File: src/ctrl_defs.svh
`ifndef CTRL_DEFS_SVH
`define CTRL_DEFS_SVH

// datapath widths
`define DATA_W      32
`define ADDR_W      15
`define SS_ADDR_W   28
`define STRB_W      4
`define USER_W      2

`define FIFO_DEPTH  8

// local register block
`define MB_LOW      'h2000
`define MB_HIGH     'h2007
`define AA_LOW      'h2100
`define AA_HIGH     'h2101
`define LOCAL_HIGH  'h2FFF

// user windows forwarded to the stream link
`define USER0_LOW   'h0000
`define USER0_HIGH  'h1FFF
`define USER1_LOW   'h3000
`define USER1_HIGH  'h4FFF

`define UNSUPP_DATA {`DATA_W{1'b1}}
`define USER_FWD_WR 2'b01
`define USER_FWD_RD 2'b10

`endif

File: src/ctrl_pkg.sv
`include "ctrl_defs.svh"

package ctrl_pkg;

    // one queued LS request, 52 bits
    typedef struct packed {
        logic                 is_read;
        logic [`ADDR_W-1:0]   addr;
        logic [`DATA_W-1:0]   data;
        logic [`STRB_W-1:0]   strb;
    } ls_req_t;

    // one queued SS stream word, 34 bits
    typedef struct packed {
        logic [`DATA_W-1:0]   data;
        logic [`USER_W-1:0]   user;
    } ss_word_t;

    // decoded action for the current request
    typedef enum logic [2:0] {
        DEST_MB_WR,
        DEST_MB_RD,
        DEST_AA_WR,
        DEST_AA_RD,
        DEST_UNSUPP_RD,
        DEST_FWD_WR,
        DEST_FWD_RD,
        DEST_DROP
    } dest_t;

    typedef enum logic {
        SRC_LS,
        SRC_SS
    } req_src_t;

endpackage

File: src/addr_decode.sv
`timescale 1ns/1ps
`include "ctrl_defs.svh"

module addr_decode (
    input  ctrl_pkg::req_src_t     src,
    input  logic                   is_read,
    input  logic [`SS_ADDR_W-1:0]  addr,
    output ctrl_pkg::dest_t        dest
);

    import ctrl_pkg::*;

    logic in_mb;
    logic in_aa;
    logic in_local;
    logic in_user;

    assign in_mb    = (addr >= `MB_LOW) && (addr <= `MB_HIGH);
    assign in_aa    = (addr >= `AA_LOW) && (addr <= `AA_HIGH);
    assign in_local = (addr >= `MB_LOW) && (addr <= `LOCAL_HIGH);
    // window 0 starts at address zero
    assign in_user  = (addr <= `USER0_HIGH) ||
                      ((addr >= `USER1_LOW) && (addr <= `USER1_HIGH));

    always_comb begin
        dest = DEST_DROP;
        if (src == SRC_SS) begin
            // remote side may only write the mailbox
            dest = in_mb ? DEST_MB_WR : DEST_DROP;
        end else if (is_read) begin
            if (in_mb)
                dest = DEST_MB_RD;
            else if (in_aa)
                dest = DEST_AA_RD;
            else if (in_local)
                dest = DEST_UNSUPP_RD;
            else if (in_user)
                dest = DEST_FWD_RD;
            else
                dest = DEST_UNSUPP_RD;
        end else begin
            if (in_mb)
                dest = DEST_MB_WR;
            else if (in_aa)
                dest = DEST_AA_WR;
            else if (in_user)
                dest = DEST_FWD_WR;
            // holes in the local block and outside every window are ignored
        end
    end

endmodule

File: src/axi_ctrl_logic.sv
`timescale 1ns/1ps
`include "ctrl_defs.svh"

module axi_ctrl_logic (
    input  logic                axi_aclk,
    input  logic                axi_aresetn,
    output logic                axi_interrupt,

    // LS side, register access requests
    input  logic                bk_ls_wstart,
    input  logic [`ADDR_W-1:0]  bk_ls_waddr,
    input  logic [`DATA_W-1:0]  bk_ls_wdata,
    input  logic [`STRB_W-1:0]  bk_ls_wstrb,
    input  logic                bk_ls_rstart,
    input  logic [`ADDR_W-1:0]  bk_ls_raddr,
    output logic [`DATA_W-1:0]  bk_ls_rdata,
    output logic                bk_ls_rdone,

    // SM stream out
    output logic                bk_sm_start,
    output logic [`DATA_W-1:0]  bk_sm_data,
    output logic [`USER_W-1:0]  bk_sm_user,

    // SS stream in
    input  logic [`DATA_W-1:0]  bk_ss_data,
    input  logic [`USER_W-1:0]  bk_ss_user,
    output logic                bk_ss_ready,
    input  logic                bk_ss_valid
);

    import ctrl_pkg::*;

    ls_req_t                ls_in;
    ls_req_t                ls_head;
    logic                   ls_push;
    logic                   ls_full;
    logic                   ls_empty;
    logic                   ls_pop;
    ss_word_t               ss_in;
    ss_word_t               ss_head;
    logic                   ss_push;
    logic                   ss_full;
    logic                   ss_empty;
    logic                   ss_pop;
    req_src_t               dec_src;
    logic                   dec_is_read;
    logic [`SS_ADDR_W-1:0]  dec_addr;
    dest_t                  dec_dest;
    logic                   wr_en;
    logic                   wr_aa;
    logic [2:0]             wr_idx;
    logic [`DATA_W-1:0]     wr_data;
    logic [`STRB_W-1:0]     wr_strb;
    logic                   rd_aa;
    logic [2:0]             rd_idx;
    logic [`DATA_W-1:0]     rd_data;
    logic                   irq_req;

    // write wins over read, reads carry zero data
    assign ls_push      = (bk_ls_wstart || bk_ls_rstart) && !ls_full;
    assign ls_in.is_read = !bk_ls_wstart;
    assign ls_in.addr    = bk_ls_wstart ? bk_ls_waddr : bk_ls_raddr;
    assign ls_in.data    = bk_ls_wstart ? bk_ls_wdata : '0;
    assign ls_in.strb    = bk_ls_wstart ? bk_ls_wstrb : '0;

    assign bk_ss_ready = !ss_full;
    assign ss_push     = bk_ss_valid && bk_ss_ready;
    assign ss_in.data  = bk_ss_data;
    assign ss_in.user  = bk_ss_user;

    req_fifo #(.payload_t(ls_req_t), .DEPTH(`FIFO_DEPTH)) u_ls_fifo (
        .axi_aclk    (axi_aclk),
        .axi_aresetn (axi_aresetn),
        .push        (ls_push),
        .push_data   (ls_in),
        .full        (ls_full),
        .pop         (ls_pop),
        .head        (ls_head),
        .empty       (ls_empty)
    );

    req_fifo #(.payload_t(ss_word_t), .DEPTH(`FIFO_DEPTH)) u_ss_fifo (
        .axi_aclk    (axi_aclk),
        .axi_aresetn (axi_aresetn),
        .push        (ss_push),
        .push_data   (ss_in),
        .full        (ss_full),
        .pop         (ss_pop),
        .head        (ss_head),
        .empty       (ss_empty)
    );

    addr_decode u_addr_decode (
        .src     (dec_src),
        .is_read (dec_is_read),
        .addr    (dec_addr),
        .dest    (dec_dest)
    );

    mailbox_regs u_mailbox_regs (
        .axi_aclk      (axi_aclk),
        .axi_aresetn   (axi_aresetn),
        .wr_en         (wr_en),
        .wr_aa         (wr_aa),
        .wr_idx        (wr_idx),
        .wr_data       (wr_data),
        .wr_strb       (wr_strb),
        .rd_aa         (rd_aa),
        .rd_idx        (rd_idx),
        .rd_data       (rd_data),
        .irq_req       (irq_req),
        .axi_interrupt (axi_interrupt)
    );

    bridge_ctrl u_bridge_ctrl (
        .axi_aclk    (axi_aclk),
        .axi_aresetn (axi_aresetn),
        .ls_head     (ls_head),
        .ls_empty    (ls_empty),
        .ls_pop      (ls_pop),
        .ss_head     (ss_head),
        .ss_empty    (ss_empty),
        .ss_pop      (ss_pop),
        .dec_src     (dec_src),
        .dec_is_read (dec_is_read),
        .dec_addr    (dec_addr),
        .dec_dest    (dec_dest),
        .wr_en       (wr_en),
        .wr_aa       (wr_aa),
        .wr_idx      (wr_idx),
        .wr_data     (wr_data),
        .wr_strb     (wr_strb),
        .rd_aa       (rd_aa),
        .rd_idx      (rd_idx),
        .irq_req     (irq_req),
        .rd_data     (rd_data),
        .bk_ls_rdata (bk_ls_rdata),
        .bk_ls_rdone (bk_ls_rdone),
        .bk_sm_start (bk_sm_start),
        .bk_sm_data  (bk_sm_data),
        .bk_sm_user  (bk_sm_user)
    );

endmodule

File: src/bridge_ctrl.sv
`timescale 1ns/1ps
`include "ctrl_defs.svh"

module bridge_ctrl (
    input  logic                   axi_aclk,
    input  logic                   axi_aresetn,
    input  ctrl_pkg::ls_req_t      ls_head,
    input  logic                   ls_empty,
    output logic                   ls_pop,
    input  ctrl_pkg::ss_word_t     ss_head,
    input  logic                   ss_empty,
    output logic                   ss_pop,
    output ctrl_pkg::req_src_t     dec_src,
    output logic                   dec_is_read,
    output logic [`SS_ADDR_W-1:0]  dec_addr,
    input  ctrl_pkg::dest_t        dec_dest,
    output logic                   wr_en,
    output logic                   wr_aa,
    output logic [2:0]             wr_idx,
    output logic [`DATA_W-1:0]     wr_data,
    output logic [`STRB_W-1:0]     wr_strb,
    output logic                   rd_aa,
    output logic [2:0]             rd_idx,
    output logic                   irq_req,
    input  logic [`DATA_W-1:0]     rd_data,
    output logic [`DATA_W-1:0]     bk_ls_rdata,
    output logic                   bk_ls_rdone,
    output logic                   bk_sm_start,
    output logic [`DATA_W-1:0]     bk_sm_data,
    output logic [`USER_W-1:0]     bk_sm_user
);

    import ctrl_pkg::*;

    typedef enum logic [1:0] {IDLE, DECIDE, EXEC, SEND} state_t;

    state_t                 state;
    state_t                 next_state;
    req_src_t               win_src;
    req_src_t               last_src;
    req_src_t               cur_src;
    dest_t                  cur_dest;
    logic [`SS_ADDR_W-1:0]  cur_addr;
    logic [`DATA_W-1:0]     cur_data;
    logic [`STRB_W-1:0]     cur_strb;
    // first word of an SS 01 pair waiting for its data word
    logic                   hold_vld;
    logic [`DATA_W-1:0]     hold_data;
    logic                   ss_is_pair;
    logic                   sm_pair;
    logic                   fwd_rd;
    logic                   ls_rd;

    // round robin, SS wins when LS went last or LS is empty
    assign win_src    = (!ss_empty && (ls_empty || last_src == SRC_LS)) ? SRC_SS : SRC_LS;
    assign ss_is_pair = (ss_head.user == `USER_FWD_WR);

    assign dec_src     = win_src;
    assign dec_is_read = (win_src == SRC_LS) ? ls_head.is_read : 1'b0;
    assign dec_addr    = (win_src == SRC_LS) ?
                         {{(`SS_ADDR_W-`ADDR_W){1'b0}}, ls_head.addr} :
                         hold_data[`SS_ADDR_W-1:0];

    assign ls_pop = (state == DECIDE) && (win_src == SRC_LS);
    assign ss_pop = (state == DECIDE) && (win_src == SRC_SS);

    // LS mailbox writes are mirrored to the link like forwarded writes
    assign sm_pair = (cur_dest == DEST_FWD_WR) ||
                     (cur_dest == DEST_MB_WR && cur_src == SRC_LS);
    assign fwd_rd  = (cur_dest == DEST_FWD_RD);
    assign ls_rd   = (cur_dest == DEST_MB_RD) || (cur_dest == DEST_AA_RD) ||
                     (cur_dest == DEST_UNSUPP_RD);

    // mailbox commands, single cycle in EXEC
    assign wr_en   = (state == EXEC) &&
                     (cur_dest == DEST_MB_WR || cur_dest == DEST_AA_WR);
    assign wr_aa   = (cur_dest == DEST_AA_WR);
    assign wr_idx  = cur_addr[2:0];
    assign wr_data = cur_data;
    assign wr_strb = cur_strb;
    assign rd_aa   = (cur_dest == DEST_AA_RD);
    assign rd_idx  = cur_addr[2:0];
    assign irq_req = (state == EXEC) && (cur_src == SRC_SS) && (cur_dest == DEST_MB_WR);

    //----------------------------------------------------------------------
    // FSM
    //----------------------------------------------------------------------
    always_comb begin
        next_state = state;
        case (state)
            IDLE:
                if (!ls_empty || !ss_empty)
                    next_state = DECIDE;
            DECIDE:
                if (win_src == SRC_LS)
                    next_state = (dec_dest == DEST_DROP) ? IDLE : EXEC;
                else if (hold_vld && ss_is_pair && dec_dest == DEST_MB_WR)
                    next_state = EXEC;
                else
                    next_state = IDLE;
            EXEC:
                next_state = SEND;
            default:
                next_state = IDLE;
        endcase
    end

    always_ff @(posedge axi_aclk or negedge axi_aresetn) begin
        if (!axi_aresetn) begin
            state       <= IDLE;
            last_src    <= SRC_SS;
            cur_src     <= SRC_LS;
            cur_dest    <= DEST_DROP;
            hold_vld    <= 1'b0;
            bk_ls_rdone <= 1'b0;
            bk_sm_start <= 1'b0;
        end else begin
            state <= next_state;
            if (state == DECIDE) begin
                last_src <= win_src;
                cur_src  <= win_src;
                cur_dest <= dec_dest;
                if (win_src == SRC_SS && ss_is_pair)
                    hold_vld <= !hold_vld;
            end
            bk_ls_rdone <= (state == EXEC) && ls_rd;
            // pair words go out in EXEC and SEND, back to back
            bk_sm_start <= ((state == EXEC) && (sm_pair || fwd_rd)) ||
                           ((state == SEND) && sm_pair);
        end
    end

    //----------------------------------------------------------------------
    // request and output payload
    //----------------------------------------------------------------------
    always_ff @(posedge axi_aclk) begin
        if (state == DECIDE) begin
            cur_addr <= dec_addr;
            if (win_src == SRC_LS) begin
                cur_data <= ls_head.data;
                cur_strb <= ls_head.strb;
            end else begin
                cur_data <= ss_head.data;
                cur_strb <= hold_data[`DATA_W-1 -: `STRB_W];
                if (ss_is_pair && !hold_vld)
                    hold_data <= ss_head.data;
            end
        end

        if (state == EXEC) begin
            if (ls_rd)
                bk_ls_rdata <= (cur_dest == DEST_UNSUPP_RD) ? `UNSUPP_DATA : rd_data;
            if (sm_pair) begin
                bk_sm_data <= {cur_strb, cur_addr};
                bk_sm_user <= `USER_FWD_WR;
            end else if (fwd_rd) begin
                bk_sm_data <= {{(`DATA_W-`SS_ADDR_W){1'b0}}, cur_addr};
                bk_sm_user <= `USER_FWD_RD;
            end
        end else if (state == SEND && sm_pair) begin
            bk_sm_data <= cur_data;
            bk_sm_user <= `USER_FWD_WR;
        end
    end

endmodule

File: src/mailbox_regs.sv
`timescale 1ns/1ps
`include "ctrl_defs.svh"

module mailbox_regs (
    input  logic                axi_aclk,
    input  logic                axi_aresetn,
    input  logic                wr_en,
    input  logic                wr_aa,
    input  logic [2:0]          wr_idx,
    input  logic [`DATA_W-1:0]  wr_data,
    input  logic [`STRB_W-1:0]  wr_strb,
    input  logic                rd_aa,
    input  logic [2:0]          rd_idx,
    output logic [`DATA_W-1:0]  rd_data,
    input  logic                irq_req,
    output logic                axi_interrupt
);

    logic [`DATA_W-1:0] mb [8];
    // AA offset 0 bit 0
    logic               int_en;
    // AA offset 1 bit 0, write 1 to clear
    logic               int_status;

    //----------------------------------------------------------------------
    // register writes and interrupt
    //----------------------------------------------------------------------
    always_ff @(posedge axi_aclk or negedge axi_aresetn) begin
        if (!axi_aresetn) begin
            for (int i = 0; i < 8; i++) begin
                mb[i] <= '0;
            end
            int_en        <= 1'b0;
            int_status    <= 1'b0;
            axi_interrupt <= 1'b0;
        end else begin
            axi_interrupt <= irq_req && int_en;

            // byte masked mailbox write
            if (wr_en && !wr_aa) begin
                for (int b = 0; b < `STRB_W; b++) begin
                    if (wr_strb[b]) begin
                        mb[wr_idx][8*b +: 8] <= wr_data[8*b +: 8];
                    end
                end
            end

            if (wr_en && wr_aa && wr_strb[0]) begin
                if (!wr_idx[0])
                    int_en <= wr_data[0];
                else if (wr_data[0])
                    int_status <= 1'b0;
            end

            // remote write raises status only when enabled
            if (irq_req && int_en) begin
                int_status <= 1'b1;
            end
        end
    end

    //----------------------------------------------------------------------
    // read mux
    //----------------------------------------------------------------------
    always_comb begin
        if (rd_aa)
            rd_data = {{(`DATA_W-1){1'b0}}, (rd_idx[0] ? int_status : int_en)};
        else
            rd_data = mb[rd_idx];
    end

endmodule

File: src/req_fifo.sv
`timescale 1ns/1ps

module req_fifo #(
    parameter type payload_t = logic [7:0],
    parameter int  DEPTH     = 8
) (
    input  logic     axi_aclk,
    input  logic     axi_aresetn,
    input  logic     push,
    input  payload_t push_data,
    output logic     full,
    input  logic     pop,
    output payload_t head,
    output logic     empty
);

    localparam int PTR_W = (DEPTH > 1) ? $clog2(DEPTH) : 1;
    localparam int CNT_W = $clog2(DEPTH + 1);

    payload_t         mem [DEPTH];
    logic [PTR_W-1:0] wr_ptr;
    logic [PTR_W-1:0] rd_ptr;
    logic [CNT_W-1:0] count;
    logic             do_push;
    logic             do_pop;

    assign do_push = push && !full;
    assign do_pop  = pop && !empty;
    assign full    = (count == CNT_W'(DEPTH));
    assign empty   = (count == '0);
    assign head    = mem[rd_ptr];

    // storage
    always_ff @(posedge axi_aclk) begin
        if (do_push) begin
            mem[wr_ptr] <= push_data;
        end
    end

    // pointers wrap at DEPTH, count tracks occupancy
    always_ff @(posedge axi_aclk or negedge axi_aresetn) begin
        if (!axi_aresetn) begin
            wr_ptr <= '0;
            rd_ptr <= '0;
            count  <= '0;
        end else begin
            if (do_push) begin
                wr_ptr <= (wr_ptr == PTR_W'(DEPTH - 1)) ? '0 : wr_ptr + 1'b1;
            end
            if (do_pop) begin
                rd_ptr <= (rd_ptr == PTR_W'(DEPTH - 1)) ? '0 : rd_ptr + 1'b1;
            end
            case ({do_push, do_pop})
                2'b10:   count <= count + 1'b1;
                2'b01:   count <= count - 1'b1;
                default: count <= count;
            endcase
        end
    end

endmodule

File: config.mk
export PLATFORM = sky130hd
export DESIGN_NAME = axi_ctrl_logic
export DESIGN_NICKNAME = d
export VERILOG_FILES = /design/src/ctrl_pkg.sv /design/src/addr_decode.sv /design/src/axi_ctrl_logic.sv /design/src/bridge_ctrl.sv /design/src/mailbox_regs.sv /design/src/req_fifo.sv
export VERILOG_INCLUDE_DIRS = /design/src
export SDC_FILE = /design/constraint.sdc
export NUM_CORES = 1
export LEC_CHECK = 0
export ABC_AREA = 1
export BUFFER_PORTS_ARGS = -buffer_cell sky130_fd_sc_hd__clkbuf_2
export CAP_MARGIN = 20
export CELL_PAD_IN_SITES_DETAIL_PLACEMENT = 0
export CELL_PAD_IN_SITES_GLOBAL_PLACEMENT = 1
export CORE_MARGIN = 2
export CORE_UTILIZATION = 50
export DETAILED_ROUTE_END_ITERATION = 8
export GPL_ROUTABILITY_DRIVEN = 0
export HOLD_SLACK_MARGIN = 0.02
export PLACE_DENSITY_LB_ADDON = 0.1
export SYNTH_ARGS = -nofsm -noshare
export SYNTH_HDL_FRONTEND = slang
export SYNTH_SLANG_ARGS = --single-unit
export TNS_END_PERCENT = 1
File: constraint.sdc
create_clock -name axi_aclk -period 7.4 [get_ports axi_aclk]
set_clock_uncertainty 0.05 [all_clocks]
set_input_delay 0.37 -clock axi_aclk [delete_from_list [all_inputs] [get_ports axi_aclk]]
set_output_delay 0.37 -clock axi_aclk [all_outputs]
set_load 0.02 [all_outputs]
# Word-level counts from Yosys, hierarchy flattened
# Memory sizes are Yosys's and may differ from the RTL's.
# Cells that the tools add are included.
# totals
reg_bits	451
ram_bits	688
out_inout_bits	70
elab_cells	211
mem_count	2
# mem_list
name	words	word_bits	rd	rd_ports_with_merged_regs	write_ports	line_no	text
u_ls_fifo.mem	8	52	1	0	1	req_fifo.sv:20	payload_t mem [DEPTH];
u_ss_fifo.mem	8	34	1	0	1	req_fifo.sv:20	
# classes
add_sub_neg	8
magnitude_cmp	10
eq_ne	23
n_mux	69
bitwise	5
n_reduce_logical	63
# ops
cell	n
$mux 256	7
$bwmux 256	4
$demux 32 s3	4
$mux 32	10
$bmux 32 s3	1
$ge 28x14->1 const B	3
$le 28x14->1 const B	3
$mux 3	12
$logic_and 1x1->1	29
$le 28x13->1 const B	1
$le 28x15->1 const B	1
$mux 28	1
$eq 3x3->1 const B	8
$mux 24	1
$mux 2	10
$mux 16	1
$pmux 4 s2	2
$mux 15	1
$add 3x1->3 const B	4
$reduce_bool 2->1	6
$mux 1	11
$logic_or 1x1->1	10
$add 4x1->4 const B	2
$eq 2x1->1 const B	4
20 further kinds	42

# Longest topological paths before layout
# depth
depth_word	19
mapped_depth	22

# Cells and area by module
# From an unflattened synthesis, not the netlist that was laid out.
# hier_totals
cells_unflattened	5582
area_unflattened_um2	50637.3
# by_module_without_submodules
module	n_inst	cells_each	area_per_inst_um2	seq_area_each_um2
req_fifo (u_ls_fifo)	1	1886	18411.4	12742.2
req_fifo (u_ss_fifo)	1	1264	12296.8	8418.1
mailbox_regs	1	1629	12190.4	6481.2
bridge_ctrl	1	602	6901.6	5119.9
axi_ctrl_logic	1	130	538.0	0.0
addr_decode	1	71	299.0	0.0

# Least setup slack after synthesis
# OpenSTA, ideal clock, no wires.
# synth_timing
path_type	register to register
start	reg u_bridge_ctrl.state[0]
end	reg u_bridge_ctrl.hold_data[0] (enable)
t_arrival_ps	5724
slack_ps	1205
stages_incl_launch_ff	7
path_cell_list	dfrtp_1 > inv_1 > nor2_1 > inv_1 > nor2_1 > nand2_1 > nor2_1
# synth_via
elab_chain_cells	2
# synth_lines
item	line_no	text
from (decl)	bridge_ctrl.sv:37	state_t state;
from (signal assigned)	bridge_ctrl.sv:118	state <= next_state;
$eq 2x1->1	bridge_ctrl.sv:137	if (state == DECIDE) begin
$reduce_and 3->1 (no line)	-	
to (signal assigned)	bridge_ctrl.sv:146	hold_data <= ss_head.data;
to (decl)	bridge_ctrl.sv:48	logic [`DATA_W-1:0] hold_data;
# Every way passes these cells.
# A chain may end at the register's enable or synchronous reset.

# Worst setup path after layout
# layout_timing
start	reg u_bridge_ctrl.state[0]
end	reg u_ls_fifo.count[3]
# layout_via
elab_chain_cells	5
# layout_lines
item	line_no	text
$eq 2x1->1 *	bridge_ctrl.sv:64	assign ls_pop = (state == DECIDE) && (win_src == SRC_LS);
$logic_and 1x1->1 *	bridge_ctrl.sv:64	
$logic_and 1x1->1 *	req_fifo.sv:28	assign do_pop = pop && !empty;
via u_ls_fifo.do_pop	req_fifo.sv:25	logic do_pop;
$eq 2x1->1 / $eq 2x2->1 (equally long branches)	req_fifo.sv:53	case ({do_push, do_pop})
$pmux 4 s2 / $reduce_bool 2->1 (equally long branches)	-	
to (signal assigned)	req_fifo.sv:54	2'b10: count <= count + 1'b1;
to (signal assigned)	req_fifo.sv:55	2'b01: count <= count - 1'b1;
to (signal assigned)	req_fifo.sv:56	default: count <= count;
to (decl)	req_fifo.sv:23	logic [CNT_W-1:0] count;
# Mark *: on every way through the listed nets, which the timed path passes. The rest lies on a longest branch.

==> impl_metrics.py <==
metrics = {
    "placed_design": {
        "placed_area_um2": 47750,
        "portBuffers": 174,
        "detailed_place_hpwl_um": 72270,
    },
    "setup_path": {
        "rr_endpoint": "u_ls_fifo.count[3]",
        "ff2ff_path_depth": 16,
        "crit_required_ns": 7.93,
        "crit_fanout": 69,
        "r2r-start": "u_bridge_ctrl.state[0]",
        "end_kind": "flip-flop",
        "start_kind": "flip-flop",
        "cp.arrival_ns": 4.41,
        "path_class": "flip-flop to flip-flop",
        "r2r_slack_ns": 3.52,
    },
    "timing": {
        "fin_crit_ns": 3.877,
        "final_max_slew_viol_count": 0,
        "relSlewSlack": 0.2479,
        "fin_crit_sh": 0.5239,
        "rsz0062_at_grt": "false",
        "clock.fmax_ghz": 0.2579,
        "hold_viol": 0,
        "tns_ns": 0,
        "setup_violations": 0,
        "tightest_slew_ns": 1.124,
    },
    "grt": {
        "grt_max_degree": 134,
        "grt_overflow": 0,
        "grt_pass1_vias": 29115,
        "grt_usage": 0.2651,
        "antenna_found_initial": 4,
        "grt_pass1_wl_um": 187000,
    },
    "finish": {
        "seq_area_um2": 32770,
        "fin_area_um2": 52220,
        "area_delta_synth_final_pct": 14.30,
        "n_fill_cell": 7525,
        "multi_input_area_um2": 11530,
        "drive_gt1_frac": 0.1190,
        "finalNetCount": 4179,
        "utilization": 0.5783,
    },
    "yosys": {
        "ys_ff_latch": 1139,
        "synthesis.instances": 3895,
        "synth_top_area_frac": 0.5587,
        "avgSynthCellArea_um2": 11.73,
        "syn_nets": 4016,
        "synth_edf_count": 850,
        "yosys_warnings": 0,
        "synth_area_um2": 45680,
        "yosys.area.top_type": "edfxtp_1",
        "async_flop_share": 0.2537,
        "synth_cell_type_count": 47,
        "synthTopCellsByArea": "edfxtp_1 (56%), dfrtp_1 (16%), nand2_1 (7.1%)",
        "synthFlopType": "edfxtp_1",
        "ys_seq_area_frac": 0.7172,
    },
    "pwr": {
        "p_leak_uw": 0.02003,
        "ir_drop_v": 0.0002355,
        "p_per_area_nw_per_um2": 395.9,
    },
    "floorplanning": {
        "initial_core_util": 0.5060,
        "dieWidth_um": 306.3,
        "fp.dieH_um": 306.3,
        "row_count": 110,
        "coreArea_um2": 90290,
        "num_io_pins": 175,
        "dieArea_um2": 93800,
    },
    "route": {
        "drt_iter0_markers": 2896,
        "drc_errors": 0,
        "dr.pass1.iters": 5,
        "antenna_left": 0,
        "wl_per_cell_um": 23.26,
        "wl_um": 124200,
        "vias_per_cell": 5.660,
        "dr_total_vias": 30219,
    },
    "cts": {
        "cts.sinks": 1139,
        "cts_buffers": 116,
        "clock-root-buffer": "clkbuf_16",
        "clock_path_buffers": 3,
        "clk_pin_slew_ns": 0.06,
        "htree_levels": 3,
        "cts_tree": "built",
        "insertion_delay_ns": 0.70,
        "cts_setup_buffers": 0,
    },
    "hold_path": {
        "holdPathEnd": "u_ls_fifo.mem[4][13]",
        "hold_depth": 3,
        "hold_path_class": "input port to flip-flop",
        "hp-start": "bk_ls_wdata[9]",
    },
    "status": {
        "status": "completed",
    },
    "job": {
        "cap_violations": 0,
    },
}
==> cells in the mapped netlist (9+ instances only) <==
cell type,instances
buf_2,16
o21ai_0,591
nor2_1,372
a22o_1,18
clkbuf_1,188
nand3_1,123
o221ai_1,93
a22oi_1,14
nand3_2,13
a41oi_1,20
dfrtp_1,285
inv_1,186
nor2_2,9
nand4_1,20
a31oi_1,11
a21oi_1,19
nand2_1,868
edfxtp_1,850
nand2_2,9
ha_1,14
a221oi_1,29
o22ai_1,47
o21a_1,25
==> worst max-delay path: stages, from the launching register on <==
cell	delay (ns)
dfrtp_1	0.41
inv_1	0.10
nor2_4	0.08
buf_4	0.73
inv_1	0.29
nor2_1	0.21
nand2_1	0.07
inv_1	0.29
ha_1	0.41
ha_1	0.33
nand2_1	0.07
nor2_1	0.04
a211oi_1	0.24
nor2_1	0.07
nor2_1	0.09
nand2_1	0.08
xnor2_1	0.14
==> power breakdown <==
part / switching, uW / leakage (uW) / internal, uW
sequential: 477 / 0.0118 / 8210
clock: 2480 / 0.00198 / 3630
combinational: 4460 / 0.00623 / 1420
==> registers in the layout, indices dropped and copies added (netlist names), 4 cells and up <==
register                   flops
u_bridge_ctrl.hold_data       32
u_bridge_ctrl.bk_ls_rdata     32
u_bridge_ctrl.bk_sm_data      32
u_mailbox_regs.mb            256
u_ss_fifo.count                4
u_bridge_ctrl.cur_addr        28
u_bridge_ctrl.wr_data         32
u_ss_fifo.mem                272
u_bridge_ctrl.wr_strb          4
u_ls_fifo.mem                416
u_ls_fifo.count                4
==> cells in the final DEF, fill, tap and decap left out, types with 4 or more instances in the layout <==
cell type      instances
a22o_1                18
ha_1                  14
clkbuf_8               8
bufinv_16             17
nand3_1              123
inv_1                181
nor2_4                20
nand2_2               10
clkinvlp_4             6
dlygate4sd3_1         41
edfxtp_1             850
o21ai_0              591
a41oi_1               20
o22ai_1               47
o21a_1                25
nor2_1               352
nor2_2                 9
a221oi_1              29
clkinv_2              33
nand3_2               13
clkbuf_1              15
o221ai_1              93
clkinv_1              20
clkbuf_16            120
nand4_1               20
o211ai_1               7
a22oi_1               14
inv_2                  7
dfrtp_1              280
a21oi_1               18
nor3_4                 5
a31oi_1               11
nand2_1              867
o21ai_1                5
buf_4                 45
dfstp_2                4
or2_2                  4
xor2_1                 4
clkbuf_2             173
==> layer usage <==
layer | GRT usage | part of all wire
met1 | 0.3877 | 0.45
met2 | 0.4251 | 0.47
met3 | 0.03560 | 0.059
met4 | 0.06179 | 0.019
met5 | 0 | 0.00010
==> cells by family after synthesis <==
kind of cell	share of synthesized area
xor+xnor	0.001342
buf+inv	0.03511
fa+ha+maj	0.004711
simple gates	0.1267
flops	0.7172
compound gates	0.1150
==> stage by stage <==
stage | hold WS [ns] | setup slack (ns) | total power [uW] | std cells
after floorplan | 0.02441 | 1.205 | 12270 | 3895
after global placement | 0.4087 | 3.486 | 14640 | 5074
after detailed placement | 0.4090 | 3.536 | 14690 | 5074
after CTS | 0.02623 | 3.497 | 20800 | 5336
after global routing | 0.06886 | 3.260 | 21660 | 5338
final | 0.05547 | 3.523 | 20670 | 5339
==> area by class of cell <==
cell class | count | area share
repair buffers | 262 | 0.03211
clock buffers | 143 | 0.06070
multi-input cells | 2346 | 0.2209
well taps | 1176 | 0.02818
inverters | 193 | 0.01402
flip-flops and latches | 1139 | 0.6276
diodes | 2 | 0.00009585
clock inverters | 78 | 0.01639
==> worst max-delay path by stage <==
stage	cells after the start	startpoint	end
2_1_floorplan	6	u_bridge_ctrl.state[0]	u_bridge_ctrl.hold_data[0]
3_3_place_gp	16	u_bridge_ctrl.state[0]	u_ls_fifo.count[3]
3_5_place_dp	16	u_bridge_ctrl.state[0]	u_ls_fifo.count[3]
4_1_cts	16	u_bridge_ctrl.state[0]	u_ls_fifo.count[3]
5_1_grt	14	u_bridge_ctrl.state[0]	u_ss_fifo.count[3]
6_report	16	u_bridge_ctrl.state[0]	u_ls_fifo.count[3]
==> timing repair <==
action                     CTS  global route
resized for setup            0             0
hold buffers                41             0
hold endpoints to repair   407             0
setup endpoints to repair    0             0
No activity file was read; power rests on OpenSTA's default activity.
